$ cat src/common/cpu_config.svh
`ifndef CPU_CONFIG_SVH
`define CPU_CONFIG_SVH

// Machine word and register file
`define RW          16
`define REGNO       8
`define REGNO_LOG   3

// Flag bit positions inside the flags register
`define ALU_FLAG_CNT 5
`define ALU_FLAG_C  0
`define ALU_FLAG_Z  1
`define ALU_FLAG_N  2
`define ALU_FLAG_O  3
`define ALU_FLAG_P  4

`define DMEM_DEPTH  64

// Top bit marks a valid jump
`define JUMP_CODE_W 5

`endif

$ cat src/common/cpu_pkg.sv
`include "cpu_config.svh"

package cpu_pkg;

    typedef logic [`RW-1:0] word_t;
    typedef logic [`REGNO_LOG-1:0] reg_idx_t;

    typedef enum logic [3:0] {
        OP_NOP, OP_ADD, OP_SUB, OP_ADC, OP_AND, OP_OR,
        OP_XOR, OP_ADDI, OP_LDI, OP_LD, OP_ST, OP_JMP
    } opcode_t;

    typedef enum logic [2:0] {
        ALU_ADD, ALU_SUB, ALU_ADC, ALU_AND, ALU_OR, ALU_XOR, ALU_PASS_R
    } alu_mode_t;

    typedef enum logic [`JUMP_CODE_W-1:0] {
        JC_NONE   = 5'b00000,
        JC_UNCOND = 5'b10000,
        JC_CARRY  = 5'b10001,
        JC_EQUAL  = 5'b10010,
        JC_LT     = 5'b10011,
        JC_GT     = 5'b10100,
        JC_LE     = 5'b10101,
        JC_GE     = 5'b10110,
        JC_NE     = 5'b10111,
        JC_OVF    = 5'b11000,
        JC_PAR    = 5'b11001
    } jump_code_t;

    // One instruction word, three views selected by the opcode
    typedef union packed {
        struct packed {opcode_t opcode; reg_idx_t rd, rl, rr; logic [2:0] unused;} reg_form;
        struct packed {opcode_t opcode; reg_idx_t rd, rl; logic signed [5:0] imm;} imm_form;
        struct packed {opcode_t opcode; logic [3:0] cond; logic signed [7:0] offset;} jump_form;
    } instr_u;

endpackage

$ cat src/rtl/fetch.sv
`timescale 1ns/1ps

module fetch import cpu_pkg::*; (
    input  logic   i_clk,
    input  logic   i_rst,
    input  logic   i_flush,
    input  word_t  i_target,
    output word_t  o_imem_addr,
    input  instr_u i_imem_data,
    output instr_u o_instr,
    output word_t  o_pc,
    output logic   o_submit,
    input  logic   i_ready
);

    word_t pc_q;
    logic  take;

    assign o_imem_addr = pc_q;
    // Entry is free or leaves this cycle
    assign take = ~o_submit | i_ready;

    always_ff @(posedge i_clk) begin
        if (i_rst) begin
            pc_q     <= '0;
            o_submit <= 1'b0;
        end else if (i_flush) begin
            pc_q     <= i_target;
            o_submit <= 1'b0;
        end else if (take) begin
            o_instr  <= i_imem_data;
            o_pc     <= pc_q;
            o_submit <= 1'b1;
            pc_q     <= pc_q + 1'b1;
        end
    end

    // Flush is a one-cycle pulse and leaves no entry behind
    assert property (@(posedge i_clk) disable iff (i_rst) i_flush |=> !(o_submit || i_flush));

endmodule

$ cat src/rtl/decode.sv
`timescale 1ns/1ps
`include "cpu_config.svh"

module decode import cpu_pkg::*; (
    input  logic              i_clk,
    input  logic              i_rst,
    input  logic              i_flush,
    input  instr_u            i_instr,
    input  word_t             i_pc,
    input  logic              i_submit,
    output logic              o_ready,
    input  logic              i_ready,
    output logic              o_submit,
    output word_t             o_pc,
    output word_t             o_imm,
    output logic              o_r_bus_imm,
    output alu_mode_t         o_alu_mode,
    output logic              o_alu_carry_en,
    output logic              o_flags_ie,
    output reg_idx_t          o_l_reg_sel,
    output reg_idx_t          o_r_reg_sel,
    output logic [`REGNO-1:0] o_rf_ie,
    output jump_code_t        o_jump_code,
    output logic              o_mem_access,
    output logic              o_mem_we,
    output logic [1:0]        o_used_operands
);

    opcode_t op;
    logic    is_reg_op;

    assign op        = i_instr.reg_form.opcode;
    assign is_reg_op = op inside {OP_ADD, OP_SUB, OP_ADC, OP_AND, OP_OR, OP_XOR};
    // Hold register stays while execute stalls
    assign o_ready   = ~o_submit | i_ready;

    always_ff @(posedge i_clk) begin
        if (i_rst || i_flush) begin
            o_submit <= 1'b0;
        end else if (o_ready) begin
            o_submit <= i_submit;
        end
    end

    always_ff @(posedge i_clk) begin
        if (o_ready && i_submit) begin
            o_pc            <= i_pc;
            o_imm           <= word_t'(i_instr.imm_form.imm);
            o_r_bus_imm     <= op inside {OP_ADDI, OP_LDI, OP_LD, OP_ST};
            o_alu_carry_en  <= op == OP_ADC;
            o_flags_ie      <= is_reg_op || op == OP_ADDI;
            o_l_reg_sel     <= i_instr.reg_form.rl;
            o_r_reg_sel     <= i_instr.reg_form.rr;
            o_rf_ie         <= '0;
            o_jump_code     <= JC_NONE;
            o_mem_access    <= op inside {OP_LD, OP_ST};
            o_mem_we        <= op == OP_ST;
            o_used_operands <= 2'b00;
            case (op)
                OP_ADD, OP_ADC: o_alu_mode <= (op == OP_ADC) ? ALU_ADC : ALU_ADD;
                OP_SUB:         o_alu_mode <= ALU_SUB;
                OP_AND:         o_alu_mode <= ALU_AND;
                OP_OR:          o_alu_mode <= ALU_OR;
                OP_XOR:         o_alu_mode <= ALU_XOR;
                OP_LDI:         o_alu_mode <= ALU_PASS_R;
                default:        o_alu_mode <= ALU_ADD;
            endcase
            if (is_reg_op) begin
                o_rf_ie[i_instr.reg_form.rd] <= 1'b1;
                o_used_operands              <= 2'b11;
            end else if (op inside {OP_ADDI, OP_LDI, OP_LD}) begin
                o_rf_ie[i_instr.imm_form.rd] <= 1'b1;
                o_used_operands              <= {1'b0, op != OP_LDI};
            end else if (op == OP_ST) begin
                // Store data comes from rd on the right port
                o_r_reg_sel     <= i_instr.imm_form.rd;
                o_used_operands <= 2'b11;
            end else if (op == OP_JMP) begin
                o_imm       <= word_t'(i_instr.jump_form.offset);
                o_jump_code <= jump_code_t'({1'b1, i_instr.jump_form.cond});
            end
        end
    end

endmodule

$ cat src/execute/alu.sv
`timescale 1ns/1ps
`include "cpu_config.svh"

module alu import cpu_pkg::*; (
    input  word_t                    i_l,
    input  word_t                    i_r,
    input  alu_mode_t                i_mode,
    input  logic                     i_carry,
    output word_t                    o_out,
    output logic [`ALU_FLAG_CNT-1:0] o_flags
);

    logic [`RW:0] wide;
    logic         ovf;

    always_comb begin
        wide = '0;
        ovf  = 1'b0;
        case (i_mode)
            ALU_ADD, ALU_ADC: begin
                wide = {1'b0, i_l} + {1'b0, i_r} + (i_mode == ALU_ADC ? i_carry : 1'b0);
                ovf  = (i_l[`RW-1] == i_r[`RW-1]) && (wide[`RW-1] != i_l[`RW-1]);
            end
            ALU_SUB: begin
                // Bit 16 becomes the borrow
                wide = {1'b0, i_l} - {1'b0, i_r};
                ovf  = (i_l[`RW-1] != i_r[`RW-1]) && (wide[`RW-1] != i_l[`RW-1]);
            end
            ALU_AND:    wide[`RW-1:0] = i_l & i_r;
            ALU_OR:     wide[`RW-1:0] = i_l | i_r;
            ALU_XOR:    wide[`RW-1:0] = i_l ^ i_r;
            ALU_PASS_R: wide[`RW-1:0] = i_r;
            default:    wide = '0;
        endcase
    end

    assign o_out               = wide[`RW-1:0];
    assign o_flags[`ALU_FLAG_C] = wide[`RW];
    assign o_flags[`ALU_FLAG_Z] = o_out == '0;
    assign o_flags[`ALU_FLAG_N] = o_out[`RW-1];
    assign o_flags[`ALU_FLAG_O] = ovf;
    assign o_flags[`ALU_FLAG_P] = ~^o_out;

endmodule

$ cat src/execute/register_file.sv
`timescale 1ns/1ps
`include "cpu_config.svh"

module register_file import cpu_pkg::*; (
    input  logic              i_clk,
    input  logic              i_rst,
    input  reg_idx_t          i_l_sel,
    input  reg_idx_t          i_r_sel,
    input  logic [`REGNO-1:0] i_ie,
    input  word_t             i_d,
    output word_t             o_l,
    output word_t             o_r
);

    word_t regs [`REGNO];

    always_ff @(posedge i_clk) begin
        for (int i = 0; i < `REGNO; i++) begin
            if (i_rst) begin
                regs[i] <= '0;
            end else if (i_ie[i]) begin
                regs[i] <= i_d;
            end
        end
    end

    // Write-through so the register being written is visible now
    assign o_l = i_ie[i_l_sel] ? i_d : regs[i_l_sel];
    assign o_r = i_ie[i_r_sel] ? i_d : regs[i_r_sel];

    assert property (@(posedge i_clk) disable iff (i_rst) $onehot0(i_ie));

endmodule

$ cat src/execute/execute.sv
`timescale 1ns/1ps
`include "cpu_config.svh"

module execute import cpu_pkg::*; (
    input  logic              i_clk,
    input  logic              i_rst,
    input  logic              i_submit,
    output logic              o_ready,
    output logic              o_flush,
    output word_t             o_target,
    input  word_t             i_pc,
    input  word_t             i_imm,
    input  logic              i_r_bus_imm,
    input  alu_mode_t         i_alu_mode,
    input  logic              i_alu_carry_en,
    input  logic              i_flags_ie,
    input  reg_idx_t          i_l_reg_sel,
    input  reg_idx_t          i_r_reg_sel,
    input  logic [`REGNO-1:0] i_rf_ie,
    input  jump_code_t        i_jump_code,
    input  logic              i_mem_access,
    input  logic              i_mem_we,
    input  logic [1:0]        i_used_operands,
    output word_t             o_data,
    output word_t             o_addr,
    output logic [`REGNO-1:0] o_reg_ie,
    output logic              o_mem_access,
    output logic              o_mem_we,
    output word_t             o_pc,
    output logic              o_submit,
    input  logic              i_next_ready,
    input  logic [`REGNO-1:0] i_reg_ie,
    input  word_t             i_reg_data
);

    logic next_ready_delayed;
    logic raw_hazard;
    logic i_valid;
    logic hold_valid;
    logic instr_valid;
    logic exec_submit;
    logic jump_taken;
    logic jump_dec_en;
    word_t reg_l, reg_r, alu_r_bus, alu_bus;
    logic [`ALU_FLAG_CNT-1:0] flags_d, flags_q;

    // Destination of the last submitted instruction is not yet readable.
    // A busy write-back stage also means the load result is still pending.
    assign raw_hazard = ((i_used_operands[0] & o_reg_ie[i_l_reg_sel]) |
                         (i_used_operands[1] & o_reg_ie[i_r_reg_sel])) &
                        (o_submit | ~next_ready_delayed | ~i_next_ready);

    assign i_valid     = i_submit & ~o_flush;
    assign instr_valid = i_valid | (hold_valid & ~i_submit & ~o_flush);
    assign exec_submit = i_next_ready & instr_valid & ~raw_hazard;
    assign o_ready     = exec_submit | ~instr_valid;

    always_ff @(posedge i_clk) begin
        if (i_rst || o_flush || exec_submit) begin
            hold_valid <= 1'b0;
        end else if (i_valid) begin
            hold_valid <= 1'b1;
        end
    end

    always_ff @(posedge i_clk) begin
        if (i_rst) begin
            next_ready_delayed <= 1'b0;
        end else begin
            next_ready_delayed <= i_next_ready;
        end
    end

    assign alu_r_bus = i_r_bus_imm ? i_imm : reg_r;

    register_file u_register_file (
        .i_clk(i_clk), .i_rst(i_rst), .i_l_sel(i_l_reg_sel), .i_r_sel(i_r_reg_sel),
        .i_ie(i_reg_ie), .i_d(i_reg_data), .o_l(reg_l), .o_r(reg_r)
    );

    alu u_alu (
        .i_l(reg_l), .i_r(alu_r_bus), .i_mode(i_alu_mode),
        .i_carry(flags_q[`ALU_FLAG_C] & i_alu_carry_en), .o_out(alu_bus), .o_flags(flags_d)
    );

    always_ff @(posedge i_clk) begin
        if (i_rst) begin
            flags_q <= '0;
        end else if (i_flags_ie && exec_submit) begin
            flags_q <= flags_d;
        end
    end

    // Condition decode
    always_comb begin
        case (i_jump_code)
            JC_UNCOND: jump_dec_en = 1'b1;
            JC_CARRY:  jump_dec_en = flags_q[`ALU_FLAG_C];
            JC_EQUAL:  jump_dec_en = flags_q[`ALU_FLAG_Z];
            JC_LT:     jump_dec_en = flags_q[`ALU_FLAG_N];
            JC_GT:     jump_dec_en = ~(flags_q[`ALU_FLAG_N] | flags_q[`ALU_FLAG_Z]);
            JC_LE:     jump_dec_en = flags_q[`ALU_FLAG_N] | flags_q[`ALU_FLAG_Z];
            JC_GE:     jump_dec_en = ~flags_q[`ALU_FLAG_N];
            JC_NE:     jump_dec_en = ~flags_q[`ALU_FLAG_Z];
            JC_OVF:    jump_dec_en = flags_q[`ALU_FLAG_O];
            JC_PAR:    jump_dec_en = flags_q[`ALU_FLAG_P];
            default:   jump_dec_en = 1'b0;
        endcase
    end

    // Not-taken is predicted, so every taken jump redirects
    assign jump_taken = i_jump_code[`JUMP_CODE_W-1] & jump_dec_en;

    always_ff @(posedge i_clk) begin
        if (i_rst) begin
            o_flush      <= 1'b0;
            o_submit     <= 1'b0;
            o_reg_ie     <= '0;
            o_mem_access <= 1'b0;
            o_mem_we     <= 1'b0;
        end else begin
            o_flush  <= jump_taken & exec_submit;
            o_submit <= exec_submit;
            if (exec_submit) begin
                o_reg_ie     <= i_rf_ie;
                o_mem_access <= i_mem_access;
                o_mem_we     <= i_mem_we;
            end
        end
    end

    always_ff @(posedge i_clk) begin
        if (exec_submit) begin
            o_addr   <= alu_bus;
            o_data   <= i_mem_access ? reg_r : alu_bus;
            o_pc     <= i_pc;
            o_target <= i_pc + 1'b1 + i_imm;
        end
    end

    // The flushing jump occupies the output register and writes nothing
    assert property (@(posedge i_clk) disable iff (i_rst)
        o_flush |-> (o_submit && o_reg_ie == '0 && !o_mem_access));
    // Neither this stage nor decode passes on a wrong-path instruction
    assert property (@(posedge i_clk) disable iff (i_rst) o_flush |=> !(o_submit || i_submit));

endmodule

$ cat src/rtl/mem_writeback.sv
`timescale 1ns/1ps
`include "cpu_config.svh"

module mem_writeback import cpu_pkg::*; (
    input  logic              i_clk,
    input  logic              i_rst,
    input  logic              i_submit,
    output logic              o_ready,
    input  word_t             i_addr,
    input  word_t             i_data,
    input  logic [`REGNO-1:0] i_reg_ie,
    input  logic              i_mem_access,
    input  logic              i_mem_we,
    input  word_t             i_pc,
    output logic [`REGNO-1:0] o_reg_ie,
    output word_t             o_reg_data,
    output logic              o_retire_valid,
    output word_t             o_retire_pc,
    output logic              o_retire_we,
    output reg_idx_t          o_retire_reg,
    output word_t             o_retire_data,
    output logic              o_store_valid,
    output word_t             o_store_addr,
    output word_t             o_store_data
);

    localparam int AW = $clog2(`DMEM_DEPTH);

    word_t dmem [`DMEM_DEPTH] = '{default: '0};
    logic busy, fire, is_load, is_store;
    logic [`REGNO-1:0] reg_ie_q;
    word_t pc_q, rdata_q;

    // A load accepted now also blocks the next arrival
    assign o_ready  = ~busy & ~(fire & is_load);
    assign fire     = i_submit & ~busy;
    assign is_load  = i_mem_access & ~i_mem_we;
    assign is_store = i_mem_access & i_mem_we;

    always_ff @(posedge i_clk) begin
        if (fire && is_store) begin
            dmem[i_addr[AW-1:0]] <= i_data;
        end
        if (fire && is_load) begin
            rdata_q <= dmem[i_addr[AW-1:0]];
        end
    end

    always_ff @(posedge i_clk) begin
        if (i_rst) begin
            busy           <= 1'b0;
            o_reg_ie       <= '0;
            o_retire_valid <= 1'b0;
            o_store_valid  <= 1'b0;
        end else begin
            o_store_valid  <= fire & is_store;
            busy           <= fire & is_load;
            // Loads retire one cycle later from the held record
            o_retire_valid <= busy | (fire & ~is_load);
            o_reg_ie       <= busy ? reg_ie_q : ((fire & ~is_load) ? i_reg_ie : '0);
        end
    end

    always_ff @(posedge i_clk) begin
        if (busy) begin
            o_reg_data  <= rdata_q;
            o_retire_pc <= pc_q;
        end else if (fire) begin
            o_reg_data   <= i_data;
            o_retire_pc  <= i_pc;
            reg_ie_q     <= i_reg_ie;
            pc_q         <= i_pc;
            o_store_addr <= word_t'(i_addr[AW-1:0]);
            o_store_data <= i_data;
        end
    end

    always_comb begin
        o_retire_reg = '0;
        for (int i = 0; i < `REGNO; i++) begin
            if (o_reg_ie[i]) begin
                o_retire_reg = reg_idx_t'(i);
            end
        end
    end

    assign o_retire_we   = |o_reg_ie;
    assign o_retire_data = o_reg_data;

    // No store arrives while a load is still pending
    assert property (@(posedge i_clk) disable iff (i_rst) !(busy && i_submit && is_store));

endmodule

$ cat src/rtl/cpu_top.sv
`timescale 1ns/1ps
`include "cpu_config.svh"

module cpu_top import cpu_pkg::*; (
    input  logic     i_clk,
    input  logic     i_rst,
    input  instr_u   i_imem_data,
    output word_t    o_imem_addr,
    output logic     o_retire_valid,
    output word_t    o_retire_pc,
    output logic     o_retire_we,
    output reg_idx_t o_retire_reg,
    output word_t    o_retire_data,
    output logic     o_store_valid,
    output word_t    o_store_addr,
    output word_t    o_store_data
);

    logic flush, f_submit, d_ready, d_submit, e_ready, e_submit, m_ready;
    word_t target, f_pc, d_pc, d_imm, e_data, e_addr, e_pc, wb_data;
    instr_u f_instr;
    logic d_r_bus_imm, d_carry_en, d_flags_ie, d_mem_access, d_mem_we;
    logic e_mem_access, e_mem_we;
    alu_mode_t d_alu_mode;
    reg_idx_t d_l_sel, d_r_sel;
    logic [`REGNO-1:0] d_rf_ie, e_reg_ie, wb_reg_ie;
    jump_code_t d_jump_code;
    logic [1:0] d_used;

    fetch u_fetch (
        .i_clk(i_clk), .i_rst(i_rst), .i_flush(flush), .i_target(target),
        .o_imem_addr(o_imem_addr), .i_imem_data(i_imem_data), .o_instr(f_instr),
        .o_pc(f_pc), .o_submit(f_submit), .i_ready(d_ready)
    );

    decode u_decode (
        .i_clk(i_clk), .i_rst(i_rst), .i_flush(flush), .i_instr(f_instr), .i_pc(f_pc),
        .i_submit(f_submit), .o_ready(d_ready), .i_ready(e_ready), .o_submit(d_submit),
        .o_pc(d_pc), .o_imm(d_imm), .o_r_bus_imm(d_r_bus_imm), .o_alu_mode(d_alu_mode),
        .o_alu_carry_en(d_carry_en), .o_flags_ie(d_flags_ie), .o_l_reg_sel(d_l_sel),
        .o_r_reg_sel(d_r_sel), .o_rf_ie(d_rf_ie), .o_jump_code(d_jump_code),
        .o_mem_access(d_mem_access), .o_mem_we(d_mem_we), .o_used_operands(d_used)
    );

    execute u_execute (
        .i_clk(i_clk), .i_rst(i_rst), .i_submit(d_submit), .o_ready(e_ready),
        .o_flush(flush), .o_target(target), .i_pc(d_pc), .i_imm(d_imm),
        .i_r_bus_imm(d_r_bus_imm), .i_alu_mode(d_alu_mode), .i_alu_carry_en(d_carry_en),
        .i_flags_ie(d_flags_ie), .i_l_reg_sel(d_l_sel), .i_r_reg_sel(d_r_sel),
        .i_rf_ie(d_rf_ie), .i_jump_code(d_jump_code), .i_mem_access(d_mem_access),
        .i_mem_we(d_mem_we), .i_used_operands(d_used), .o_data(e_data), .o_addr(e_addr),
        .o_reg_ie(e_reg_ie), .o_mem_access(e_mem_access), .o_mem_we(e_mem_we),
        .o_pc(e_pc), .o_submit(e_submit), .i_next_ready(m_ready),
        .i_reg_ie(wb_reg_ie), .i_reg_data(wb_data)
    );

    mem_writeback u_mem_writeback (
        .i_clk(i_clk), .i_rst(i_rst), .i_submit(e_submit), .o_ready(m_ready),
        .i_addr(e_addr), .i_data(e_data), .i_reg_ie(e_reg_ie),
        .i_mem_access(e_mem_access), .i_mem_we(e_mem_we), .i_pc(e_pc),
        .o_reg_ie(wb_reg_ie), .o_reg_data(wb_data), .o_retire_valid(o_retire_valid),
        .o_retire_pc(o_retire_pc), .o_retire_we(o_retire_we), .o_retire_reg(o_retire_reg),
        .o_retire_data(o_retire_data), .o_store_valid(o_store_valid),
        .o_store_addr(o_store_addr), .o_store_data(o_store_data)
    );

endmodule

$ cat config.mk
export PLATFORM = sky130hd
export DESIGN_NAME = cpu_top
export DESIGN_NICKNAME = d
export VERILOG_FILES = /design/src/common/cpu_pkg.sv /design/src/rtl/fetch.sv /design/src/rtl/decode.sv /design/src/execute/alu.sv /design/src/execute/register_file.sv /design/src/execute/execute.sv /design/src/rtl/mem_writeback.sv /design/src/rtl/cpu_top.sv
export VERILOG_INCLUDE_DIRS = /design/src /design/src/common
export SDC_FILE = /design/constraint.sdc
export NUM_CORES = 2
export LEC_CHECK = 0
export BUFFER_PORTS_ARGS = -buffer_cell sky130_fd_sc_hd__buf_2
export CAP_MARGIN = 20
export CORE_ASPECT_RATIO = 1.75
export CORE_MARGIN = 3
export CORE_UTILIZATION = 55
export DETAILED_ROUTE_END_ITERATION = 10
export PLACE_DENSITY = 0.71
export SKIP_LAST_GASP = 1
export SLEW_MARGIN = 10
export SYNTH_ARGS = -nofsm -noshare
export SYNTH_HDL_FRONTEND = slang
export SYNTH_HIERARCHICAL = 1
export SYNTH_SLANG_ARGS = --single-unit
$ cat constraint.sdc
create_clock -name i_clk -period 8.8 [get_ports i_clk]
set_clock_uncertainty 0.2 [all_clocks]
set_input_delay 0.88 -clock i_clk [delete_from_list [all_inputs] [get_ports i_clk]]
set_output_delay 0.88 -clock i_clk [all_outputs]
set_load 0.02 [all_outputs]
Yosys cells after proc, flatten, opt, wreduce, memory -nomap -nowiden
Memories as Yosys holds them, arrays and structs flattened. A register that Yosys moved wholly into a read port is not among the register bits.
Cells that the tools add are included.
{"block": "totals", "reg_bits": 273, "ram_bits": 1152, "out_inout_bits": 86, "wordCells": 252, "memories": 2}
{"memory": "u_mem_writeback.dmem", "depth": 64, "width": 16, "rd": 1, "rd_clocked_by_memory_dff": 1, "wr": 1, "line": "mem_writeback.sv:29", "text": "word_t dmem [`DMEM_DEPTH] = '{default: '0};"}
{"memory": "u_execute.u_register_file.regs", "depth": 8, "width": 16, "rd": 2, "rd_clocked_by_memory_dff": 2, "wr": 8, "line": "register_file.sv:15", "text": "word_t regs [`REGNO];"}
{"block": "op_classes", "add_sub_neg": 6, "magnitude_cmp": 4, "eq_ne": 32, "n_mux": 86, "bitwise_logic": 54, "n_reduce_logical": 27}
{"operator": "$mux 16", "count": 22}
{"operator": "$pmux 16 s6", "count": 1}
{"operator": "$eq 5x5->1 const B", "count": 10}
{"operator": "$mux 1", "count": 35}
{"operator": "$add 16x1->16 const B", "count": 2}
{"operator": "$mux 8", "count": 4}
{"operator": "$mux 3", "count": 9}
{"operator": "$and 1x1->1", "count": 18}
{"operator": "$pmux 3 s6", "count": 1}
{"operator": "$add 16x16->17", "count": 1}
{"operator": "$add 17x1->17", "count": 1}
{"operator": "$or 1x1->1", "count": 17}
{"operator": "$sub 16x16->17", "count": 1}
{"operator": "$add 16x16->16", "count": 1}
{"operator": "$and 16x16->16", "count": 1}
{"operator": "$eq 4x3->1 const B", "count": 4}
{"operator": "$eq 4x4->1 const B", "count": 4}
{"operator": "$logic_not 16->1", "count": 1}
{"operator": "$not 1->1", "count": 16}
{"operator": "$or 16x16->16", "count": 1}
{"operator": "$reduce_xnor 16->1", "count": 1}
{"operator": "$xor 16x16->16", "count": 1}
{"operator": "$bmux 1 s3", "count": 4}
{"operator": "$lt 3x4->1 const B", "count": 3}
{"operator": "other kinds (27)", "count": 50}

Logic depth before layout (Yosys ltp)
{"block": "depth", "ltp_word": 15, "depth_mapped": 22}

Hierarchy
The synthesis kept the hierarchy.
{"mod": "mem_writeback", "n_inst": 1, "cells_each": 2500, "area_each_um2": 43922.1, "seq_area_each_um2": 33792.4}
{"mod": "register_file", "n_inst": 1, "cells_each": 437, "area_each_um2": 7273.2, "seq_area_each_um2": 3843.7}
{"mod": "execute", "n_inst": 1, "cells_each": 307, "area_each_um2": 4082.7, "seq_area_each_um2": 2302.2}
{"mod": "alu", "n_inst": 1, "cells_each": 436, "area_each_um2": 3007.9, "seq_area_each_um2": 0.0}
{"mod": "decode", "n_inst": 1, "cells_each": 117, "area_each_um2": 2122.0, "seq_area_each_um2": 1611.5}
{"mod": "fetch", "n_inst": 1, "cells_each": 141, "area_each_um2": 1854.3, "seq_area_each_um2": 1301.2}

Least setup slack after synthesis
Ideal clock, no wire load.
{"block": "synth_timing", "path_type": "flip-flop to flip-flop", "startpoint": "reg u_mem_writeback.busy", "endpoint": "reg u_decode.o_alu_carry_en, enable pin", "setup_ns": 0.498, "arrival_ns": 4.988, "slack_ns": 3.114, "stages_incl_launch_ff": 10, "path_buffers": 1, "path_cell_list": "dfxtp_1 > clkbuf_1 > nor2b_1 > nand2_1 > nor2_1 > nor2_1 > o21ai_1 > o21bai_1 > nand2b_1 > and2_1"}
{"block": "synth_between", "elab_chain_cells": 13}
{"element": "start, declared", "line": "mem_writeback.sv:30", "text": "logic busy, fire, is_load, is_store;"}
{"element": "start signal, assigned", "line": "mem_writeback.sv:57", "text": "busy <= fire & is_load;"}
{"element": "$not 1->1 *", "line": "mem_writeback.sv:35, mem_writeback.sv:36"}
{"element": "$and 1x1->1", "line": "mem_writeback.sv:36", "text": "assign fire = i_submit & ~busy;"}
{"element": "$and 1x1->1", "line": "mem_writeback.sv:35", "text": "assign o_ready = ~busy & ~(fire & is_load);"}
{"element": "$not 1->1", "line": "mem_writeback.sv:35"}
{"element": "$and 1x1->1 *", "line": "mem_writeback.sv:35"}
{"element": "named net m_ready", "line": "cpu_top.sv:19", "text": "logic flush, f_submit, d_ready, d_submit, e_ready, e_submit, m_ready;"}
{"element": "$not 1->1", "line": "execute.sv:51", "text": "(o_submit | ~next_ready_delayed | ~i_next_ready);"}
{"element": "$or 1x1->1", "line": "execute.sv:51"}
{"element": "$and 1x1->1", "line": "execute.sv:50", "text": "(i_used_operands[1] & o_reg_ie[i_r_reg_sel])) &"}
{"element": "$not 1->1", "line": "execute.sv:55", "text": "assign exec_submit = i_next_ready & instr_valid & ~raw_hazard;"}
{"element": "$and 1x1->1 *", "line": "execute.sv:55"}
{"element": "$or 1x1->1 *", "line": "execute.sv:56", "text": "assign o_ready = exec_submit | ~instr_valid;"}
{"element": "named net e_ready", "line": "cpu_top.sv:19"}
{"element": "$or 1x1->1 *", "line": "decode.sv:35", "text": "assign o_ready = ~o_submit | i_ready;"}
{"element": "named net d_ready", "line": "cpu_top.sv:19"}
{"element": "$logic_and 1x1->1 *", "line": "decode.sv:46", "text": "if (o_ready && i_submit) begin"}
{"element": "end signal, assigned", "line": "decode.sv:50", "text": "o_alu_carry_en <= op == OP_ADC;"}
{"element": "end, declared", "line": "decode.sv:18", "text": "output logic o_alu_carry_en,"}
Mark *: on every way through the listed nets, which the timed path passes. The rest lies on a longest branch.
A chain may end at the register's enable or synchronous reset.

Final worst setup path
{"block": "layout_timing", "startpoint": "reg u_decode.o_r_reg_sel[0]", "endpoint": "reg u_execute.flags_q[4]"}
{"block": "layout_between", "elab_chain_cells": 8}
{"element": "start, declared", "line": "decode.sv:21", "text": "output reg_idx_t o_r_reg_sel,"}
{"element": "start signal, assigned", "line": "decode.sv:53", "text": "o_r_reg_sel <= i_instr.reg_form.rr;"}
{"element": "start signal, assigned", "line": "decode.sv:76", "text": "o_r_reg_sel <= i_instr.imm_form.rd;"}
{"element": "$bmux 1 s3 *", "line": "register_file.sv:29", "text": "assign o_r = i_ie[i_r_sel] ? i_d : regs[i_r_sel];"}
{"element": "$mux 1 (not written as such) *", "line": "register_file.sv:29"}
{"element": "$mux 16 *", "line": "register_file.sv:29"}
{"element": "named net u_execute.reg_r[0]", "line": "execute.sv:44", "text": "word_t reg_l, reg_r, alu_r_bus, alu_bus;"}
{"element": "$mux 16 *", "line": "execute.sv:74", "text": "assign alu_r_bus = i_r_bus_imm ? i_imm : reg_r;"}
{"element": "named net u_execute.alu_r_bus[0]", "line": "execute.sv:44"}
{"element": "$add 16x16->17", "line": "alu.sv:21", "text": "wide = {1'b0, i_l} + {1'b0, i_r} + (i_mode == ALU_ADC ? i_carry : 1'b0);"}
{"element": "$add 17x1->17", "line": "alu.sv:21"}
{"element": "$pmux 16 s6 *", "line": "alu.sv:19", "text": "case (i_mode)"}
{"element": "$reduce_xnor 16->1 *", "line": "alu.sv:42", "text": "assign o_flags[`ALU_FLAG_P] = ~^o_out;"}
{"element": "named net u_execute.flags_d[4]", "line": "execute.sv:45", "text": "logic [`ALU_FLAG_CNT-1:0] flags_d, flags_q;"}
{"element": "end signal, assigned", "line": "execute.sv:90", "text": "flags_q <= flags_d;"}
{"element": "end, declared", "line": "execute.sv:45"}
Mark *: on every way through the listed nets, which the timed path passes. The rest lies on a longest branch. The select of a mux whose other input is x is not followed.

==> metrics.cfg <==
[status]
status=finished clean

[synth]
syn_area_mm2=0.0620
ys_warn_count=6
avgSynthCellArea_um2=15.8
synthCells=3928

[clock_network]
cts_hold_buf=0
cts_setup_buffers=0
clock_latency_ns=0.76
cts_num_sinks=1433
cts_made_buffers=119
path_clk_slew_ns=0.08
cts-root-buf=clkbuf_16
max-clock-path-buffers=3
htreeDepth=3
postCtsResizedCells=0
cts_tree=done

[global_route]
grt_first_pass_wirelength_mm=250
grt_max_degree=140
track_usage_pct=29.5
gr-total-overflow=0
antenna_found_initial=6
grt_pass1_vias=36300

[placement]
gp_congestion=0.933
dp_hpwl_mm=110
portBuffers=93
pre_cts_ws_ns=2.44

[critical_path]
crit_arrival_ns=6.90
required_ns=9.29
critPathCaptureType=flop
worstPathMaxFanout=36
critPathKind=reg -> reg
startpoint_type=flop
cpLargestDelayFamily=multiplexers
crit_slowest_cell=mux2i_4
cp_slowest_stage_delay_ns=0.68
r2r_setup_slack_ns=2.39
crit_chain=buf_4, mux4_2, mux2i_4, mux2_2, mux2_2, inv_1, fa_1, fa_1, o21bai_1, a31o_4, a2111oi_4, nor3_2, a211o_1, a221oi_1, ha_1, xnor2_1, xnor2_1, xnor2_1, nand2b_1, mux2i_1
cp_common_cell=xnor2_1
path_buf_inv=2

[timing]
setup_ws_ns=2.39
grt_setup_unrepaired=no
period_needed_ns=6.41
period_share_pct=72.8
fin_tns_setup_ns=0
hold_viol=0
fmax_ghz=0.156
drv_slew=0
tightest_slew_ns=1.12
relSlewSlack_pct=24.8
setup_viol=0

[routing]
wl_per_cell_um=31.0
viasPerCell=6.56
routed_wl_mm=172
postRouteAntennaNets=0
dr.first_iter.drc_count=4001
drc=0
vias=36500
first_pass_iters=7

[die]
pin_count=104
core-area_mm2=0.112
die_w_um=260
rows=162
die_area_mm2=0.117
dieHeight_um=450
initial_core_util_pct=55.5

[power]
p_sw_mw=3.93
ir_drop_mv=0.174
clock_power_share_pct=35.1
finalPower_mw=15.2
p_leak_nw=22.4
pwr-share-comb_pct=13.6
power.internal_mw=11.3
pwr-share-seq_pct=51.3
switching_share_pct=25.9
power-per-cell-area_mw_per_mm2=224

[worst_hold_path]
hold_path_class=in -> reg

[layout]
syn_to_final_growth_pct=9.35
fin_nets=4077
largest_register_ffs=1024
drive_gt1_share_pct=19.6

[job]
drv_cap=0

-- cell usage in the layout (no fill, tap or decap), drive strengths merged, types with 36 or more instances in the layout --
cell       n
nand2b    47
nand4     37
nand2     99
nor2     166
dfxtp     48
clkinv    59
and2     157
ha        72
a221oi   151
mux2     170
inv       85
edfxtp  1385
a21oi    133
clkbuf   141
mux2i     62
o21ai     76
nand3b    47
buf      237
nand3     42
nor2b     36
a22oi    141
nor3      52
o221ai    41
mux4     117
-- final timing paths --
kind                      startpoint                    to  cells past startpoint
max reg2reg  u_decode/o_r_reg_sel[0]  u_execute/flags_q[4]                     20
min reg2reg          u_fetch/o_pc[8]      u_decode/o_pc[8]                      0
max          u_decode/o_r_reg_sel[0]  u_execute/flags_q[4]                     20
min                   i_imem_data[8]    u_fetch/o_instr[8]                      1
-- area by class of cell --
cell class	instances	area, um^2
antenna	4	10.0
sequential	1433	42600
timing repair buffer	237	1600
tap	1476	1850
multi-input combinational	2115	17500
clock inverter	83	820
inverter	77	289
fill	8293	43900
clock buffer	141	3130
-- power by group through the flow --
stage | clock, mW | sequential [mW] | combinational (mW)
finish | 5.35 | 7.80 | 2.06
detailed placement | 0 | 7.95 | 2.03
CTS | 5.43 | 7.80 | 2.04
floorplan | 0 | 7.98 | 1.30
global placement | 0 | 7.94 | 2.02
global route | 5.68 | 7.81 | 2.18
-- metal layers --
layer | part of all wire [%] | global-route usage, % | wire [um]
met5 | 0.0075 | 0 | 13
met4 | 8.5 | 20.5 | 14600
met3 | 6.6 | 4.18 | 11400
met2 | 52 | 51.6 | 88900
met1 | 33 | 33.3 | 57400
-- through the flow --
step | instances | util (%) | instance area, um^2 | hold WS (ns)
final | 5566 | 60.7 | 67800 | 0.0891
after global routing | 5564 | 60.7 | 67700 | 0.0524
after CTS | 5561 | 60.6 | 67700 | 0.0372
after detailed placement | 5337 | 57.1 | 63800 | 0.205
after global placement | 5336 | 57.1 | 63800 | 0.202
after floorplan | 3937 | - | 62000 | 0.200
(Power assumes the default switching activity.)
